### config.mk
export PLATFORM = sky130hd
export DESIGN_NAME = tag_gateway
export DESIGN_NICKNAME = d
export VERILOG_FILES = /design/src/source/tag_pkg.sv /design/src/source/tag_trace_rom.sv /design/src/source/tag_trace_replay.sv /design/src/source/tag_packet_fifo.sv /design/src/source/tag_master_serializer.sv /design/src/source/tag_master.sv /design/src/source/tag_gateway.sv
export SDC_FILE = /design/constraint.sdc
export NUM_CORES = 1
export LEC_CHECK = 0
export ABC_CLOCK_PERIOD_IN_PS = 2500
export BUFFER_PORTS_ARGS = -buffer_cell sky130_fd_sc_hd__buf_4
export CORE_MARGIN = 2
export CORE_UTILIZATION = 45
export CTS_BUF_LIST = sky130_fd_sc_hd__clkbuf_4 sky130_fd_sc_hd__clkbuf_8
export CTS_CLUSTER_SIZE = 28
export DETAILED_ROUTE_END_ITERATION = 16
export PLACE_DENSITY = 0.71
export SETUP_SLACK_MARGIN = 0.15
export SLEW_MARGIN = 20
export SYNTH_ARGS = -nofsm -noshare
export SYNTH_HDL_FRONTEND = slang
export SYNTH_SLANG_ARGS = --single-unit
### constraint.sdc
create_clock -name tag_clk_i -period 2.5 [get_ports tag_clk_i]
set_input_delay 0.125 -clock tag_clk_i [delete_from_list [all_inputs] [get_ports tag_clk_i]]
set_output_delay 0.125 -clock tag_clk_i [all_outputs]
set_load 0.03 [all_outputs]
### src/tag_trace.hex
// One 17-bit trace word per line, op[16:15] client[14:12] len[11:8] payload[7:0]
// op 0 SEND, 1 WAIT, 2 DONE, 3 NOP
008A5
0143C
18000
021FF
08005
03781
0785A
0030F
056C3
08000
04202
018E7
08014
0551F
02800
10000

### src/source/tag_pkg.sv
package tag_pkg;

  ////////////////////
  // Field widths
  ////////////////////

  localparam int CLIENT_W  = 3;
  localparam int LEN_W     = 4;
  localparam int PAYLOAD_W = 8;

  // Start bit plus client and len fields
  localparam int HDR_W   = 1 + CLIENT_W + LEN_W;
  localparam int FRAME_W = HDR_W + PAYLOAD_W;

  localparam int TRACE_DEPTH  = 32;
  localparam int TRACE_ADDR_W = 5;

  typedef logic [CLIENT_W-1:0]  client_id_t;
  typedef logic [LEN_W-1:0]     len_t;
  typedef logic [PAYLOAD_W-1:0] payload_t;

  ////////////////////
  // Trace and packet words
  ////////////////////

  typedef enum logic [1:0] {
    TAG_OP_SEND = 2'd0,
    TAG_OP_WAIT = 2'd1,
    TAG_OP_DONE = 2'd2,
    TAG_OP_NOP  = 2'd3
  } tag_op_t;

  // One ROM word, 17 bits
  typedef struct packed {
    tag_op_t    op;
    client_id_t client;
    len_t       len;
    payload_t   payload;
  } tag_trace_entry_t;

  // One FIFO word, 16 bits
  typedef struct packed {
    logic       last;
    client_id_t client;
    len_t       len;
    payload_t   payload;
  } tag_packet_t;

endpackage

### src/source/tag_trace_rom.sv
`timescale 1ns/1ns

module tag_trace_rom (
  input  logic [tag_pkg::TRACE_ADDR_W-1:0] addr_i,
  output tag_pkg::tag_trace_entry_t        data_o
);

  localparam int ENTRY_W = $bits(tag_pkg::tag_trace_entry_t);

  logic [ENTRY_W-1:0] rom [tag_pkg::TRACE_DEPTH];

  // Trace image, one hex word per line
  initial
  begin
    $readmemh("/design/src/tag_trace.hex", rom);
  end

  assign data_o = tag_pkg::tag_trace_entry_t'(rom[addr_i]);

endmodule

### src/source/tag_trace_replay.sv
`timescale 1ns/1ns

module tag_trace_replay (
  input  logic                              tag_clk_i,
  input  logic                              rst_n_i,
  input  logic                              en_i,
  output logic [tag_pkg::TRACE_ADDR_W-1:0]  rom_addr_o,
  input  tag_pkg::tag_trace_entry_t         rom_data_i,
  input  logic                              inj_valid_i,
  input  tag_pkg::tag_packet_t              inj_pkt_i,
  output logic                              inj_ready_o,
  output logic                              push_valid_o,
  output tag_pkg::tag_packet_t              push_pkt_o,
  input  logic                              push_ready_i
);

  typedef enum logic [1:0] {
    ST_RUN,
    ST_WAIT,
    ST_HOST
  } state_e;

  state_e                           state_r;
  logic [tag_pkg::TRACE_ADDR_W-1:0] addr_r;
  tag_pkg::payload_t                wait_cnt_r;
  logic                             hold_r;
  logic                             go;
  logic                             addr_adv;

  // A stalled push keeps going even if en_i drops
  assign go         = en_i | hold_r;
  assign rom_addr_o = addr_r;

  always_comb
  begin
    push_valid_o = 1'b0;
    push_pkt_o   = '0;
    inj_ready_o  = 1'b0;
    addr_adv     = 1'b0;
    case (state_r)
      ST_RUN:
      begin
        if (go)
        begin
          push_pkt_o.client  = rom_data_i.client;
          push_pkt_o.len     = rom_data_i.len;
          push_pkt_o.payload = rom_data_i.payload;
          case (rom_data_i.op)
            tag_pkg::TAG_OP_SEND:
            begin
              push_valid_o = 1'b1;
              addr_adv     = push_ready_i;
            end
            tag_pkg::TAG_OP_DONE:
            begin
              push_valid_o    = 1'b1;
              push_pkt_o.last = 1'b1;
            end
            default:
            begin
              addr_adv = 1'b1;
            end
          endcase
        end
      end
      ST_HOST:
      begin
        push_valid_o = inj_valid_i;
        push_pkt_o   = inj_pkt_i;
        inj_ready_o  = push_ready_i;
      end
      default:
      begin
      end
    endcase
  end

  always_ff @(posedge tag_clk_i)
  begin
    if (!rst_n_i)
    begin
      state_r    <= ST_RUN;
      addr_r     <= '0;
      wait_cnt_r <= '0;
      hold_r     <= 1'b0;
    end
    else
    begin
      hold_r <= (state_r == ST_RUN) && push_valid_o && !push_ready_i;
      if (addr_adv)
        addr_r <= addr_r + 1'b1;
      case (state_r)
        ST_RUN:
        begin
          if (go && rom_data_i.op == tag_pkg::TAG_OP_WAIT && rom_data_i.payload != '0)
          begin
            state_r    <= ST_WAIT;
            wait_cnt_r <= rom_data_i.payload;
          end
          if (go && rom_data_i.op == tag_pkg::TAG_OP_DONE && push_ready_i)
            state_r <= ST_HOST;
        end
        ST_WAIT:
        begin
          wait_cnt_r <= wait_cnt_r - 1'b1;
          if (wait_cnt_r == 8'd1)
            state_r <= ST_RUN;
        end
        default:
        begin
        end
      endcase
    end
  end

  // Trace must reach DONE before running off the ROM
  a_addr_in_range: assert property (@(posedge tag_clk_i) disable iff (!rst_n_i)
    addr_adv |-> addr_r != tag_pkg::TRACE_ADDR_W'(tag_pkg::TRACE_DEPTH - 1));

endmodule

### src/source/tag_packet_fifo.sv
`timescale 1ns/1ns

module tag_packet_fifo #(
  parameter int DEPTH = 4
) (
  input  logic                 tag_clk_i,
  input  logic                 rst_n_i,
  input  logic                 push_valid_i,
  input  tag_pkg::tag_packet_t push_pkt_i,
  output logic                 push_ready_o,
  output logic                 pop_valid_o,
  output tag_pkg::tag_packet_t pop_pkt_o,
  input  logic                 pop_yumi_i
);

  localparam int PTR_W = (DEPTH > 1) ? $clog2(DEPTH) : 1;
  localparam int CNT_W = $clog2(DEPTH + 1);

  tag_pkg::tag_packet_t mem_r [DEPTH];
  logic [PTR_W-1:0]     rd_ptr_r;
  logic [PTR_W-1:0]     wr_ptr_r;
  logic [CNT_W-1:0]     count_r;
  logic                 do_push;

  assign push_ready_o = (count_r != CNT_W'(DEPTH));
  assign pop_valid_o  = (count_r != '0);
  assign pop_pkt_o    = mem_r[rd_ptr_r];
  assign do_push      = push_valid_i & push_ready_o;

  always_ff @(posedge tag_clk_i)
  begin
    if (do_push)
      mem_r[wr_ptr_r] <= push_pkt_i;
  end

  always_ff @(posedge tag_clk_i)
  begin
    if (!rst_n_i)
    begin
      rd_ptr_r <= '0;
      wr_ptr_r <= '0;
      count_r  <= '0;
    end
    else
    begin
      if (do_push)
        wr_ptr_r <= (wr_ptr_r == PTR_W'(DEPTH - 1)) ? '0 : wr_ptr_r + 1'b1;
      if (pop_yumi_i)
        rd_ptr_r <= (rd_ptr_r == PTR_W'(DEPTH - 1)) ? '0 : rd_ptr_r + 1'b1;
      count_r <= count_r + CNT_W'(do_push) - CNT_W'(pop_yumi_i);
    end
  end

  ////////////////////
  // Checks
  ////////////////////

  // A push refused while full stays pending
  a_no_push_full: assert property (@(posedge tag_clk_i) disable iff (!rst_n_i)
    push_valid_i && !push_ready_o |=> push_valid_i && $stable(push_pkt_i));

  a_yumi_valid: assert property (@(posedge tag_clk_i) disable iff (!rst_n_i)
    pop_yumi_i |-> pop_valid_o);

endmodule

### src/source/tag_master_serializer.sv
`timescale 1ns/1ns

module tag_master_serializer (
  input  logic                 tag_clk_i,
  input  logic                 rst_n_i,
  input  logic                 pop_valid_i,
  input  tag_pkg::tag_packet_t pop_pkt_i,
  output logic                 pop_yumi_o,
  output logic                 tag_data_o,
  output logic                 tag_en_o,
  output logic                 done_o
);

  localparam int CNT_W = $clog2(tag_pkg::FRAME_W + 1);

  typedef enum logic {
    ST_IDLE,
    ST_SHIFT
  } state_e;

  state_e                      state_r;
  logic [tag_pkg::FRAME_W-1:0] shift_r;
  logic [CNT_W-1:0]            bit_cnt_r;
  logic                        done_r;
  logic                        free;

  // Idle, or on the final bit of the current frame
  assign free       = (state_r == ST_IDLE) || (bit_cnt_r == CNT_W'(1));
  assign pop_yumi_o = pop_valid_i & free;

  assign tag_en_o   = (state_r == ST_SHIFT);
  assign tag_data_o = tag_en_o & shift_r[0];
  assign done_o     = done_r;

  // Start bit sits in bit 0, fields follow LSB first
  always_ff @(posedge tag_clk_i)
  begin
    if (pop_yumi_o)
      shift_r <= {pop_pkt_i.payload, pop_pkt_i.len, pop_pkt_i.client, 1'b1};
    else
      shift_r <= shift_r >> 1;
  end

  always_ff @(posedge tag_clk_i)
  begin
    if (!rst_n_i)
    begin
      state_r   <= ST_IDLE;
      bit_cnt_r <= '0;
      done_r    <= 1'b0;
    end
    else
    begin
      if (pop_yumi_o)
      begin
        if (pop_pkt_i.last)
        begin
          // End marker sends nothing
          done_r    <= 1'b1;
          state_r   <= ST_IDLE;
          bit_cnt_r <= '0;
        end
        else
        begin
          state_r   <= ST_SHIFT;
          bit_cnt_r <= CNT_W'(tag_pkg::HDR_W) + CNT_W'(pop_pkt_i.len);
        end
      end
      else if (state_r == ST_SHIFT)
      begin
        bit_cnt_r <= bit_cnt_r - 1'b1;
        if (bit_cnt_r == CNT_W'(1))
          state_r <= ST_IDLE;
      end
    end
  end

  // Enable only while bits of the shift register remain to be sent
  a_en_in_frame: assert property (@(posedge tag_clk_i) disable iff (!rst_n_i)
    tag_en_o |-> bit_cnt_r != '0 && bit_cnt_r <= CNT_W'(tag_pkg::FRAME_W));

endmodule

### src/source/tag_master.sv
`timescale 1ns/1ns

module tag_master #(
  parameter int NUM_CLIENTS = 8
) (
  input  logic                                tag_clk_i,
  input  logic                                rst_n_i,
  input  logic                                tag_data_i,
  input  logic                                tag_en_i,
  output tag_pkg::payload_t [NUM_CLIENTS-1:0] clients_r_o
);

  localparam int FIELD_W = tag_pkg::CLIENT_W + tag_pkg::LEN_W;

  typedef enum logic [1:0] {
    ST_IDLE,
    ST_HEADER,
    ST_PAYLOAD
  } state_e;

  state_e              state_r;
  logic [2:0]          cnt_r;
  logic [FIELD_W-1:0]  hdr_r;
  logic [FIELD_W-1:0]  hdr_next;
  tag_pkg::client_id_t client_r;
  tag_pkg::len_t       len_r;
  tag_pkg::payload_t   pay_r;
  tag_pkg::payload_t   wr_data;
  logic                last_bit;
  logic                wr_en;

  // Fields arrive LSB first, so shift in from the top
  assign hdr_next = {tag_data_i, hdr_r[FIELD_W-1:1]};

  assign last_bit = ({1'b0, cnt_r} == len_r - 1'b1);
  assign wr_data  = pay_r | (tag_pkg::payload_t'(tag_data_i) << cnt_r);
  assign wr_en    = (state_r == ST_PAYLOAD) && tag_en_i && last_bit
                    && (int'(client_r) < NUM_CLIENTS);

  always_ff @(posedge tag_clk_i)
  begin
    if (!rst_n_i)
    begin
      state_r  <= ST_IDLE;
      cnt_r    <= '0;
      hdr_r    <= '0;
      client_r <= '0;
      len_r    <= '0;
      pay_r    <= '0;
    end
    else if (!tag_en_i)
      state_r <= ST_IDLE;
    else
    begin
      case (state_r)
        ST_IDLE:
        begin
          if (tag_data_i)
          begin
            state_r <= ST_HEADER;
            cnt_r   <= '0;
          end
        end
        ST_HEADER:
        begin
          hdr_r <= hdr_next;
          cnt_r <= cnt_r + 1'b1;
          if (cnt_r == 3'(FIELD_W - 1))
          begin
            state_r  <= ST_PAYLOAD;
            client_r <= hdr_next[tag_pkg::CLIENT_W-1:0];
            len_r    <= hdr_next[FIELD_W-1:tag_pkg::CLIENT_W];
            cnt_r    <= '0;
            pay_r    <= '0;
          end
        end
        ST_PAYLOAD:
        begin
          // Bits above len stay zero
          pay_r <= wr_data;
          cnt_r <= cnt_r + 1'b1;
          if (last_bit)
            state_r <= ST_IDLE;
        end
        default:
          state_r <= ST_IDLE;
      endcase
    end
  end

  always_ff @(posedge tag_clk_i)
  begin
    if (!rst_n_i)
      clients_r_o <= '0;
    else if (wr_en)
      clients_r_o[client_r] <= wr_data;
  end

  a_len_range: assert property (@(posedge tag_clk_i) disable iff (!rst_n_i)
    state_r == ST_HEADER && tag_en_i && cnt_r == 3'(FIELD_W - 1)
    |=> len_r >= 4'd1 && len_r <= 4'd8);

endmodule

### src/source/tag_gateway.sv
`timescale 1ns/1ns

module tag_gateway #(
  parameter int FIFO_DEPTH  = 4,
  parameter int NUM_CLIENTS = 8
) (
  input  logic                                tag_clk_i,
  input  logic                                rst_n_i,
  input  logic                                en_i,
  input  logic                                inj_valid_i,
  input  tag_pkg::tag_packet_t                inj_pkt_i,
  output logic                                inj_ready_o,
  output logic                                tag_data_o,
  output logic                                tag_en_o,
  output logic                                done_o,
  output tag_pkg::payload_t [NUM_CLIENTS-1:0] clients_r_o
);

  logic [tag_pkg::TRACE_ADDR_W-1:0] rom_addr;
  tag_pkg::tag_trace_entry_t        rom_data;

  logic                 push_valid;
  tag_pkg::tag_packet_t push_pkt;
  logic                 push_ready;
  logic                 pop_valid;
  tag_pkg::tag_packet_t pop_pkt;
  logic                 pop_yumi;

  ////////////////////
  // Trace source
  ////////////////////

  tag_trace_rom i_tag_trace_rom (
    .addr_i ( rom_addr ),
    .data_o ( rom_data )
  );

  tag_trace_replay i_tag_trace_replay (
    .tag_clk_i    ( tag_clk_i   ),
    .rst_n_i      ( rst_n_i     ),
    .en_i         ( en_i        ),
    .rom_addr_o   ( rom_addr    ),
    .rom_data_i   ( rom_data    ),
    .inj_valid_i  ( inj_valid_i ),
    .inj_pkt_i    ( inj_pkt_i   ),
    .inj_ready_o  ( inj_ready_o ),
    .push_valid_o ( push_valid  ),
    .push_pkt_o   ( push_pkt    ),
    .push_ready_i ( push_ready  )
  );

  tag_packet_fifo #(
    .DEPTH ( FIFO_DEPTH )
  ) i_tag_packet_fifo (
    .tag_clk_i    ( tag_clk_i  ),
    .rst_n_i      ( rst_n_i    ),
    .push_valid_i ( push_valid ),
    .push_pkt_i   ( push_pkt   ),
    .push_ready_o ( push_ready ),
    .pop_valid_o  ( pop_valid  ),
    .pop_pkt_o    ( pop_pkt    ),
    .pop_yumi_i   ( pop_yumi   )
  );

  ////////////////////
  // Tag line
  ////////////////////

  tag_master_serializer i_tag_master_serializer (
    .tag_clk_i   ( tag_clk_i  ),
    .rst_n_i     ( rst_n_i    ),
    .pop_valid_i ( pop_valid  ),
    .pop_pkt_i   ( pop_pkt    ),
    .pop_yumi_o  ( pop_yumi   ),
    .tag_data_o  ( tag_data_o ),
    .tag_en_o    ( tag_en_o   ),
    .done_o      ( done_o     )
  );

  tag_master #(
    .NUM_CLIENTS ( NUM_CLIENTS )
  ) i_tag_master (
    .tag_clk_i   ( tag_clk_i   ),
    .rst_n_i     ( rst_n_i     ),
    .tag_data_i  ( tag_data_o  ),
    .tag_en_i    ( tag_en_o    ),
    .clients_r_o ( clients_r_o )
  );

endmodule

Word level (Yosys, flattened, before mapping)
Memory sizes are Yosys's and may differ from the RTL's. A register that Yosys moved wholly into a read port is not among the register bits.
Cells that the tools add are included.
Cells by class
  order comparisons: 2
  bitwise operators: 6
  equality and inequality tests: 19
  reductions and logical operators: 30
  $add $sub $neg: 9
  muxes and demuxes: 39
  shift operators: 1
Operators by type and width (number)
  bitwise mux 64 bit: 1
  case mux 16 bit (2 select lines): 1
  case mux 8 bit (2 select lines): 2
  demux 8 bit (select 3 bit): 1
  two-way mux 8 bit: 3
  two-way mux 2 bit: 10
  two-way mux 16 bit: 1
  two-way mux 15 bit: 1
  two-way mux 5 bit: 3
  AND reduction 3 bit: 5
  two-way mux 1 bit: 10
  logical AND 1 bit: 9
  case mux 3 bit (3 select lines): 1
  == test 2 bit, second input constant: 4
  == test 8 x 1 -> 1 bit, second input constant: 1
  inequality test 2 x 1 -> 1 bit, second input constant: 4
  bitwise OR 8 bit: 1
  AND reduction 2 bit: 4
  nonzero test 8 bit, first input constant: 1
  << shifter 1 x 3 -> 8 bit: 1
  subtractor 8 x 1 -> 8 bit, second input constant: 1
  two-way mux 3 bit: 2
  inequality test 3 bit, second input constant: 2
  case mux 2 bit (3 select lines): 1
  28 further kinds: 36
Word-level totals
  register bits: 132
  RAM bits: 64
  memories: 1
  output and inout port bits: 68
  word-level logic and storage cells: 133
Memory list
  i_tag_packet_fifo.mem_r: depth 4, bits a word 16, rd ports 1, clocked after Yosys merged registers in 1, wr ports 1, line tag_packet_fifo.sv:19  | tag_pkg::tag_packet_t mem_r [DEPTH];

Logic depth before layout (Yosys ltp)
Gate-level depths: netlist (run 1).
  depth in word-level cells: 8
  mapped depth: 9

By module
From an unflattened synthesis (run 1), not the netlist that was laid out.
Second synthesis, totals
  cell total of the unflattened synthesis: 765
  area, all modules: 8718.4 um2
Modules (own cells, without submodules)
  tag_master: cells an instance 388, sequential area each 1801.7 um2, area an instance 3622.2 um2, instances 1
  tag_packet_fifo: cells an instance 131, sequential area each 2102.0 um2, area an instance 2788.9 um2, instances 1
  tag_trace_replay: cells an instance 136, sequential area each 320.3 um2, area an instance 1129.8 um2, instances 1
  tag_master_serializer: cells an instance 92, sequential area each 460.4 um2, area an instance 1046.0 um2, instances 1
  tag_trace_rom: cells an instance 18, sequential area each 0.0 um2, area an instance 131.4 um2, instances 1

Least setup slack after synthesis (run 1)
No wires, ideal clock.
  path type: flip-flop to flip-flop
  from: register i_tag_master.len_r[0]
  to: register i_tag_master.clients_r_o[13] (netlist bit)
  cell stages (with the launch flop): 10
  setup slack: 0.333 ns
  data arrival time: 2.051 ns
  period minus slack after synthesis: 2.167 ns
  buffers on the path: 2
  cells stage by stage: dfxtp_1 -> inv_1 -> ha_1 -> xor2_1 -> or3_1 -> buf_6 -> a2111oi_4 -> buf_6 -> nand2_1 -> o211a_1
On the way
  cells in the longest elaborated chain, start to end: 3
Ends and longest elaborated chain
  start: declaration: line tag_master.sv:26  | tag_pkg::len_t len_r;
  start signal: assignment: line tag_master.sv:72  | len_r <= hdr_next[FIELD_W-1:tag_pkg::CLIENT_W];
  subtractor 4 x 1 -> 4 bit: line tag_master.sv:35  | assign last_bit = ({1'b0, cnt_r} == len_r - 1'b1);
  == test 3 x 4 -> 1 bit: line tag_master.sv:35
  logical AND 1 bit: line tag_master.sv:37  | assign wr_en = (state_r == ST_PAYLOAD) && tag_en_i && last_bit
  end signal: indexed assignment: line tag_master.sv:96  | clients_r_o[client_r] <= wr_data;
  end: declaration: line tag_master.sv:10  | output tag_pkg::payload_t [NUM_CLIENTS-1:0] clients_r_o
No other way between the ends.
A chain may end at the register's enable or synchronous reset.

Final worst setup path (run 1)
  from: register i_tag_master.len_r[1]
  to: register i_tag_master.clients_r_o[29] (netlist bit)
The elaborated chain is that of the path after synthesis.

==> results of run 1 <==
routing by layer:
layer	vias to the layer above	share of wire, %
met4	0	1.3
li1	1628	-
met2	56	50
met5	-	0
met1	1586	44
met3	10	4.9
final cells by class:
type | instances | share of cell area, %
Clock buffer | 10 | 2.638
Tap cell | 129 | 3.094
Inverter | 11 | 0.7914
Timing Repair Buffer | 87 | 13.26
Sequential cell | 100 | 38.39
Clock inverter | 6 | 1.463
Multi-Input combinational cell | 283 | 40.36
cells by family (layout without fill, tap and decap cells):
family | after synthesis | count (layout) | share of synthesized area, %
DFF | 100 | 100 | 46.15
xor gates and xnor gates | 9 | 9 | 1.817
other | 1 | 2 | 0.08645
and+or+nand+nor | 146 | 146 | 15.75
muxes | 6 | 6 | 1.385
adders and majority gates | 12 | 12 | 3.461
buffers and inverters | 40 | 114 | 5.394
AOI/OAI and AO/OA | 108 | 108 | 25.96
power by group through the flow:
| stage | sequential [W] | combinational [W] | clock [W] |
|---|---|---|---|
| final | 0.00172 | 0.000330 | 0.00109 |
| after global routing | 0.00174 | 0.000378 | 0.00118 |
| after CTS | 0.00172 | 0.000337 | 0.00113 |
| after detailed placement | 0.00176 | 0.000337 | 0 |
| after global placement | 0.00175 | 0.000316 | 0 |
| after floorplan | 0.00174 | 0.000273 | 0 |
final timing paths:
path                    startpoint                              endpoint  cells after the start
max reg2reg  i_tag_master.len_r[1]          i_tag_master.clients_r_o[29]                      9
min                        rst_n_i  i_tag_master_serializer.bit_cnt_r[3]                      2
min reg2reg  i_tag_master.hdr_r[1]                 i_tag_master.hdr_r[1]                      2
max          i_tag_master.len_r[1]          i_tag_master.clients_r_o[29]                      9
worst reg2reg max path, stage by stage, from the launching register on:
cell and delay (ps):
dfxtp_1 400, inv_1 60, ha_1 180, xor2_1 160, or3_1 310, buf_4 220
a2111oi_4 350, buf_6 210, nand2_1 70, o211a_1 160
state kept, by name, indices dropped and copies added, names as in the netlist:
| name | count |
|---|---|
| i_tag_master.pay_r | 8 |
| i_tag_packet_fifo.count_r | 3 |
| i_tag_master.client_r | 3 |
| i_tag_master.len_r | 4 |
| i_tag_master_serializer.bit_cnt_r | 5 |
| i_tag_master_serializer.shift_r | 1 |
| i_tag_master.clients_r_o | 64 |
| i_tag_master.cnt_r | 3 |
| i_tag_master.state_r | 2 |
| i_tag_master.hdr_r | 6 |
| i_tag_master_serializer.tag_en_o | 1 |
per-stage QoR:
stage               utilization [%]  instance area (um2)  hold slack, ps  power (W)  worst slack, ps
finish                        56.20                 5218           232.6   0.003145            291.3
global route                  56.20                 5218           238.6   0.003291            150.6
CTS                           55.69                 5170           210.6   0.003185            180.6
detailed placement            53.38                 4956           465.2   0.002095            187.4
global placement              53.38                 4956           451.6   0.002069            240.8
floorplan                         -                 4342           440.7   0.002013            332.7
timing repair:
item / CTS / global route
resized for setup: 0 / 8
hold buffers: 0 / 0
endpoints found under the setup margin: 0 / 64
buffers inserted: 0 / 1
placed cells by master (no fill, tap or decap), types with 3 or more instances in the layout:
cell	instances
ha_1	12
a21boi_0	14
a21oi_1	7
buf_6	7
nand2b_1	9
nand2_1	85
mux2i_1	6
xor2_1	7
a2111oi_4	8
inv_1	11
inv_6	3
o31ai_1	4
nor2b_1	12
nor3_1	5
nor2_1	9
and2_1	3
and3_1	3
buf_4	79
nand3_1	8
dfxtp_1	99
o211a_1	64
clkbuf_8	10
==> summary.md, run 1 <==
| Metric | Value |
|---|---|
| Leakage | `around 2.8 nW` |
| Gate power share | `a little over a tenth` |
| P per Cell Area | `~600 nW/um2` |
| Layout cell share with drive strength beyond 1 | `a little under a quarter` |
| Drt initial violations | `135` |
| Drt pass-1 iters | `5` |
| Post-DP HPWL | `around 6400 um` |
| Setup violators final | `0` |
| GP Congestion | `0.7849` |
| CP Max Fanout | `16` |
| Internal power | `0.002327 W` |
| Finished Layout Cells | `roughly 630` |
| CTS tree | `built` |
| Setup crit end kind | `flip-flop` |
| Worst path arrival time | `approximately 2500 ps` |
| #FFs+latches synth | `100` |
| Initial antenna violation count | `0` |
| Initial core utilization | `46.73%` |
| Worst-path clk slew | `100 ps` |
| Startpoint types | `flip-flop` |
| Post-synthesis sequential area ratio | `46.15%` |
| IO Port Bufs | `between 60 and 70` |
| TritonCTS Buffers | `9` |
| Most common cell in the netlist | `dfxtp_1` |
| Mapped Area | `4338 um2` |
| Top cells by area, synth | `dfxtp_1 46%, o211a_1 15%, nand2_1 7.4%` |
| Final hold vios | `0` |
| Reg2Reg Setup Slack | `between 200 and 300 ps` |
| Syn Inst Count | `422` |
| Highest Clock Rate | `452.7 MHz` |
| Area share of the largest cell type after synthesis | `between 40 and 50%` |
| # diodes | `0` |
| Chip width | `102.2 um` |
| Max_cap viols | `0` |
| Largest net degree at the start of global routing | `between 50 and 60` |
| CP bufs+invs | `3` |
| Critical setup path kind | `reg2reg` |
| Gr usage total | `18.29%` |
| GRT met1 Usage | `22.74%` |
| Post-synth top cells | `100 x dfxtp_1, 85 x nand2_1, 64 x o211a_1` |
| RSZ-0062 raised after global routing | `no` |
| Maximum VDD drop | `0.3504 mV` |
| Fin nets | `about 520` |
| CTS Buffer Depth | `2` |
| Status | `finished clean` |
| Die Area | `around 10,000 um2` |
| Clock sinks | `100` |
| Dpl cells | `roughly 600` |
| GRT overflow | `0` |
| Reg area | `roughly 2000 um2` |
| Part of the power in registers | `a little over half` |
| DR vias/cell | `~5.2` |
| Clk_lat worst skew | `~370 ps` |
| Syn_area_per_cell | `just over 10 um2` |
| Setup TNS | `0 ps` |
| CP Cell Sequence | `inv_1, ha_1, xor2_1, or3_1, buf_4, a2111oi_4, buf_6, nand2_1, o211a_1` |
| Final Cycle Share | `about nine tenths` |
| GRT met2 Usage | `a little under a third` |
| Switching share of power | `approximately a quarter` |
| Slowest Stage Delay on Critical Path | `roughly 400 ps` |
| Slowest cell on the critical path | `dfxtp_1` |
| Crit path required time | `approximately 2800 ps` |
| DRC | `0` |
| Clock root cell | `clkbuf_8` |
| Synth area leader | `dfxtp_1` |
| Distinct cells, synth | `39` |
| Area grow syn2layout | `20.28%` |
| Avg WL per Cell | `15.03 um` |
| Post-route minimum period | `2209 ps` |
| Pins over their slew limit | `0` |
| CTS H-tree depth | `3` |
| WL final | `roughly 9400 um` |
| Met3 Use GR | `~4.8%` |
| Primary FF master, synth | `dfxtp_1` |
| Sw power | `between 0.0008 and 0.0009 W` |
| Min-Delay Path Class | `in2reg` |
| Worst slew margin | `33.64%` |
| Core footprint | `between 9000 and 10,000 um2` |
| Die H | `a little over 100 um` |
| Vias | `about 3,300` |
| EDFF count, synth | `0` |
| Busiest grt layer | `met2` |
| Filler cells | `843` |
| FFs w/ async S/R, synth | `0%` |
| Power share of the clock group | `a little over a third` |
| CP delay by family, top | `compound AO/OA/AOI/OAI gates` |
| Worst slew pin tran | `roughly 1000 ps` |
| Clock skew | `12.41 ps` |
| ANT nets after route | `0` |
| Multi-input logic area | `about 2100 um2` |
| Vias in the first global route | `3,026` |
| Global-route wire length before repair | `approximately 15,000 um` |
| Rows | `35` |
| Yosys warnings | `0` |
| I/O Pins | `88` |
Power figures use the tool's default switching activity.
==> run 2, diff against run 1 <==
--- a/config.mk
+++ b/config.mk
@@ -8,11 +8,12 @@
 export ABC_CLOCK_PERIOD_IN_PS = 2500
 export BUFFER_PORTS_ARGS = -buffer_cell sky130_fd_sc_hd__buf_4
 export CORE_MARGIN = 2
-export CORE_UTILIZATION = 45
+export CORE_UTILIZATION = 50
 export CTS_BUF_LIST = sky130_fd_sc_hd__clkbuf_4 sky130_fd_sc_hd__clkbuf_8
 export CTS_CLUSTER_SIZE = 28
 export DETAILED_ROUTE_END_ITERATION = 16
-export PLACE_DENSITY = 0.71
+export PLACE_DENSITY = 0.78
+export REMOVE_ABC_BUFFERS = 1
 export SETUP_SLACK_MARGIN = 0.15
 export SLEW_MARGIN = 20
 export SYNTH_ARGS = -nofsm -noshare
==> run 2 against run 1 <==
Utilization up 6.2 points. Cell count fell by 3.8%. Routed wire length is 1.3% lower. Design area shrank 0.82%. Setup slack got worse by 21 ps. Maximum frequency down 0.96%. Sequential power is essentially flat. Via count increased by 1.9%. Worst hold slack better by 61 ps. Critical path depth unchanged. Critical path type unchanged. Largest cell class unchanged.
==> summary.md, run 2 (synthesized netlist as in run 1, its figures left out) <==
| Metric | Value |
|---|---|
| Cell count of the worst hold path | `2 (unchanged)` |
| Core footprint | `8299 um2 (was 9284 um2)` |
| GP Congestion | `0.7841 (was 0.7849)` |
| Status | `finished clean (unchanged)` |
| ANT nets after route | `0 (unchanged)` |
| Chip width | `97.15 um (was 102.2 um)` |
| Hold Path Origin | `rst_n_i (unchanged)` |
| Critical setup path kind | `reg2reg (unchanged)` |
| Final Cycle Share | `89.20% (was 88.35%)` |
| Post-DP HPWL | `6301 um (was 6426 um)` |
| Leakage | `2.795 nW (was 2.802 nW)` |
| Commonest non-fill, non-tap cell in the layout | `dfxtp_1 (unchanged)` |
| GRT overflow | `0 (unchanged)` |
| Gr usage total | `19.82% (was 18.29%)` |
| Worst slew margin | `50.48% (was 33.64%)` |
| Initial antenna violation count | `0 (unchanged)` |
| Most frequent cells in the layout | `99 x dfxtp_1, 85 x nand2_1, 81 x buf_4, 64 x o211a_1, 14 x a21boi_0 (was 99 x dfxtp_1, 85 x nand2_1, 79 x buf_4, 64 x o211a_1, 14 x a21boi_0)` |
| Max_cap viols | `0 (unchanged)` |
| Drt initial violations | `221 (was 135)` |
| DR vias/cell | `5.550 (was 5.240)` |
| CTS H-tree depth | `3 (unchanged)` |
| Clock root cell | `clkbuf_8 (unchanged)` |
| Avg WL per Cell | `15.42 um (was 15.03 um)` |
| Clock skew | `16.66 ps (was 12.41 ps)` |
| WL final | `9281 um (was 9408 um)` |
| Die H | `97.15 um (was 102.2 um)` |
| # diodes | `0 (unchanged)` |
| Worst-path clk slew | `110 ps (was 100 ps)` |
| Die Area | `9437 um2 (was 10,440 um2)` |
| Worst r2r src | `i_tag_master.len_r[0] (was i_tag_master.len_r[1])` |
| Vias | `3,341 (was 3,280)` |
| Vias in the first global route | `3,157 (was 3,026)` |
| Global-route wire length before repair | `15,460 um (was 14,790 um)` |
| Highest Clock Rate | `448.4 MHz (was 452.7 MHz)` |
| CTS Buffer Depth | `2 (unchanged)` |
| Min-Delay Path Class | `in2reg (unchanged)` |
| Clock sinks | `100 (unchanged)` |
| DRC | `0 (unchanged)` |
| Worst r2r path cells | `9 (unchanged)` |
| Rows | `33 (was 35)` |
| CTS tree | `built (unchanged)` |
| P per Cell Area | `603.3 nW/um2 (was 602.9 nW/um2)` |
| Drt pass-1 iters | `6 (was 5)` |
| Worst slew pin tran | `736.0 ps (was 995.5 ps)` |
| Pins over their slew limit | `0 (unchanged)` |
| Final hold vios | `0 (unchanged)` |
| Startpoint types | `flip-flop (unchanged)` |
| Setup TNS | `0 ps (unchanged)` |
| Initial core utilization | `52.27% (was 46.73%)` |
| Fin area | `5175 um2 (was 5218 um2)` |
| RSZ-0062 raised after global routing | `no (unchanged)` |
| CP Max Fanout | `16 (unchanged)` |
| Setup crit end kind | `flip-flop (unchanged)` |
| Clk_lat worst skew | `370 ps (about the same)` |
| I/O Pins | `88 (unchanged)` |
| R2R Path End | `i_tag_master.clients_r_o[32] (was i_tag_master.clients_r_o[29])` |
| Fin nets | `524 (unchanged)` |
| Layout cell share with drive strength beyond 1 | `24.14% (was 23.94%)` |
| Largest net degree at the start of global routing | `75 (was 51)` |
| Reg2Reg Setup Slack | `270 ps (was 290 ps)` |
| Maximum VDD drop | `0.4073 mV (was 0.3504 mV)` |
| TritonCTS Buffers | `9 (unchanged)` |
| Reg with most FFs | `i_tag_master.clients_r_o (unchanged)` |
| Post-route minimum period | `2230 ps (was 2209 ps)` |
| Setup violators final | `0 (unchanged)` |
| Crit path required time | `2770 ps (about the same)` |
| Number of flip-flops in the largest register | `64 (unchanged)` |
| Worst path arrival time | `2500 ps (was 2470 ps)` |
| Biggest regs | `i_tag_master.clients_r_o: 64 flops, i_tag_master.pay_r: 8 flops, i_tag_master.hdr_r: 6 flops (unchanged)` |
| DP Area | `4926 um2 (was 4956 um2)` |
| Area grow syn2layout | `19.30% (was 20.28%)` |
| Hold EP | `i_tag_master_serializer.bit_cnt_r[3] (unchanged)` |
| IO Port Bufs | `67 (unchanged)` |
==> run 2: cell types whose count changed in the layout (fill, tap and decap cells not counted), sizes merged <==
cell    before  now
inv         15   14
clkinv       1    3
clkbuf      10    9
==> run 2: per-layer routing <==
metal | wire, um | GRT usage, % | up-vias | share of wire (%)
met5 | 0 | 0 | - | 0
met4 | 142 | 5.525 | 0 | 1.5
met3 | 548 | 4.964 | 13 | 5.9
met2 | 4571 | 33.60 | 80 | 49
met1 | 4019 | 25.09 | 1618 | 43
li1 | - | - | 1630 | -
==> run 2: worst max-delay path by stage <==
stage                               start                           end  slack (ps)  cells past startpoint
detailed placement  i_tag_master.len_r[0]  i_tag_master.clients_r_o[38]         210                      8
global placement    i_tag_master.len_r[0]  i_tag_master.clients_r_o[42]         270                      9
CTS                 i_tag_master.len_r[0]  i_tag_master.clients_r_o[38]         200                      9
finish              i_tag_master.len_r[0]  i_tag_master.clients_r_o[32]         270                      9
floorplan           i_tag_master.len_r[0]   i_tag_master.clients_r_o[0]          60                      7
global route        i_tag_master.len_r[0]  i_tag_master.clients_r_o[30]         160                      9
==> run 2: metrics by stage <==
step / utilization (%) / hold WS, ps / instances / total power (W) / worst slack, ps
2_1_floorplan: - / 242.5 / 394 / 0.001992 / 61.50
6_report: 62.35 / 293.3 / 602 / 0.003122 / 269.9
4_1_cts: 61.84 / 306.2 / 601 / 0.003148 / 202.7
5_1_grt: 62.35 / 330.0 / 602 / 0.003266 / 156.7
3_3_place_gp: 59.35 / 451.4 / 585 / 0.002065 / 269.5
3_5_place_dp: 59.35 / 464.4 / 585 / 0.002090 / 212.8
==> run 2: final cells by class <==
type,instances,area [um2]
Fill cell,673,3124
Multi-Input combinational cell,283,2108
Sequential cell,100,2003
Timing Repair Buffer,87,684.4
Tap cell,105,131.4
Clock buffer,9,123.9
Clock inverter,7,82.58
Inverter,11,41.29
==> run 2: what timing repair did <==
item                       CTS  global route
hold buffers                 0             0
setup endpoints to repair    0            64
setup buffers                0             1
resized for setup            0             7
==> run 2: critical path, cell delays in order, from the launching register on <==
cell       delay, ps
dfxtp_2          380
inv_1             50
ha_1             190
xor2_1           160
or3_1            330
buf_4            220
a2111oi_4        300
buf_4            260
nand2_1           90
o211a_1          140
==> run 2: report_power, final <==
part	switching, W	internal [W]	total (W)
Clock	0.000595	0.000479	0.00107
Combinational	0.000168	0.000157	0.000326
Sequential	0.0000635	0.00166	0.00172
Total	0.000827	0.00230	0.00312
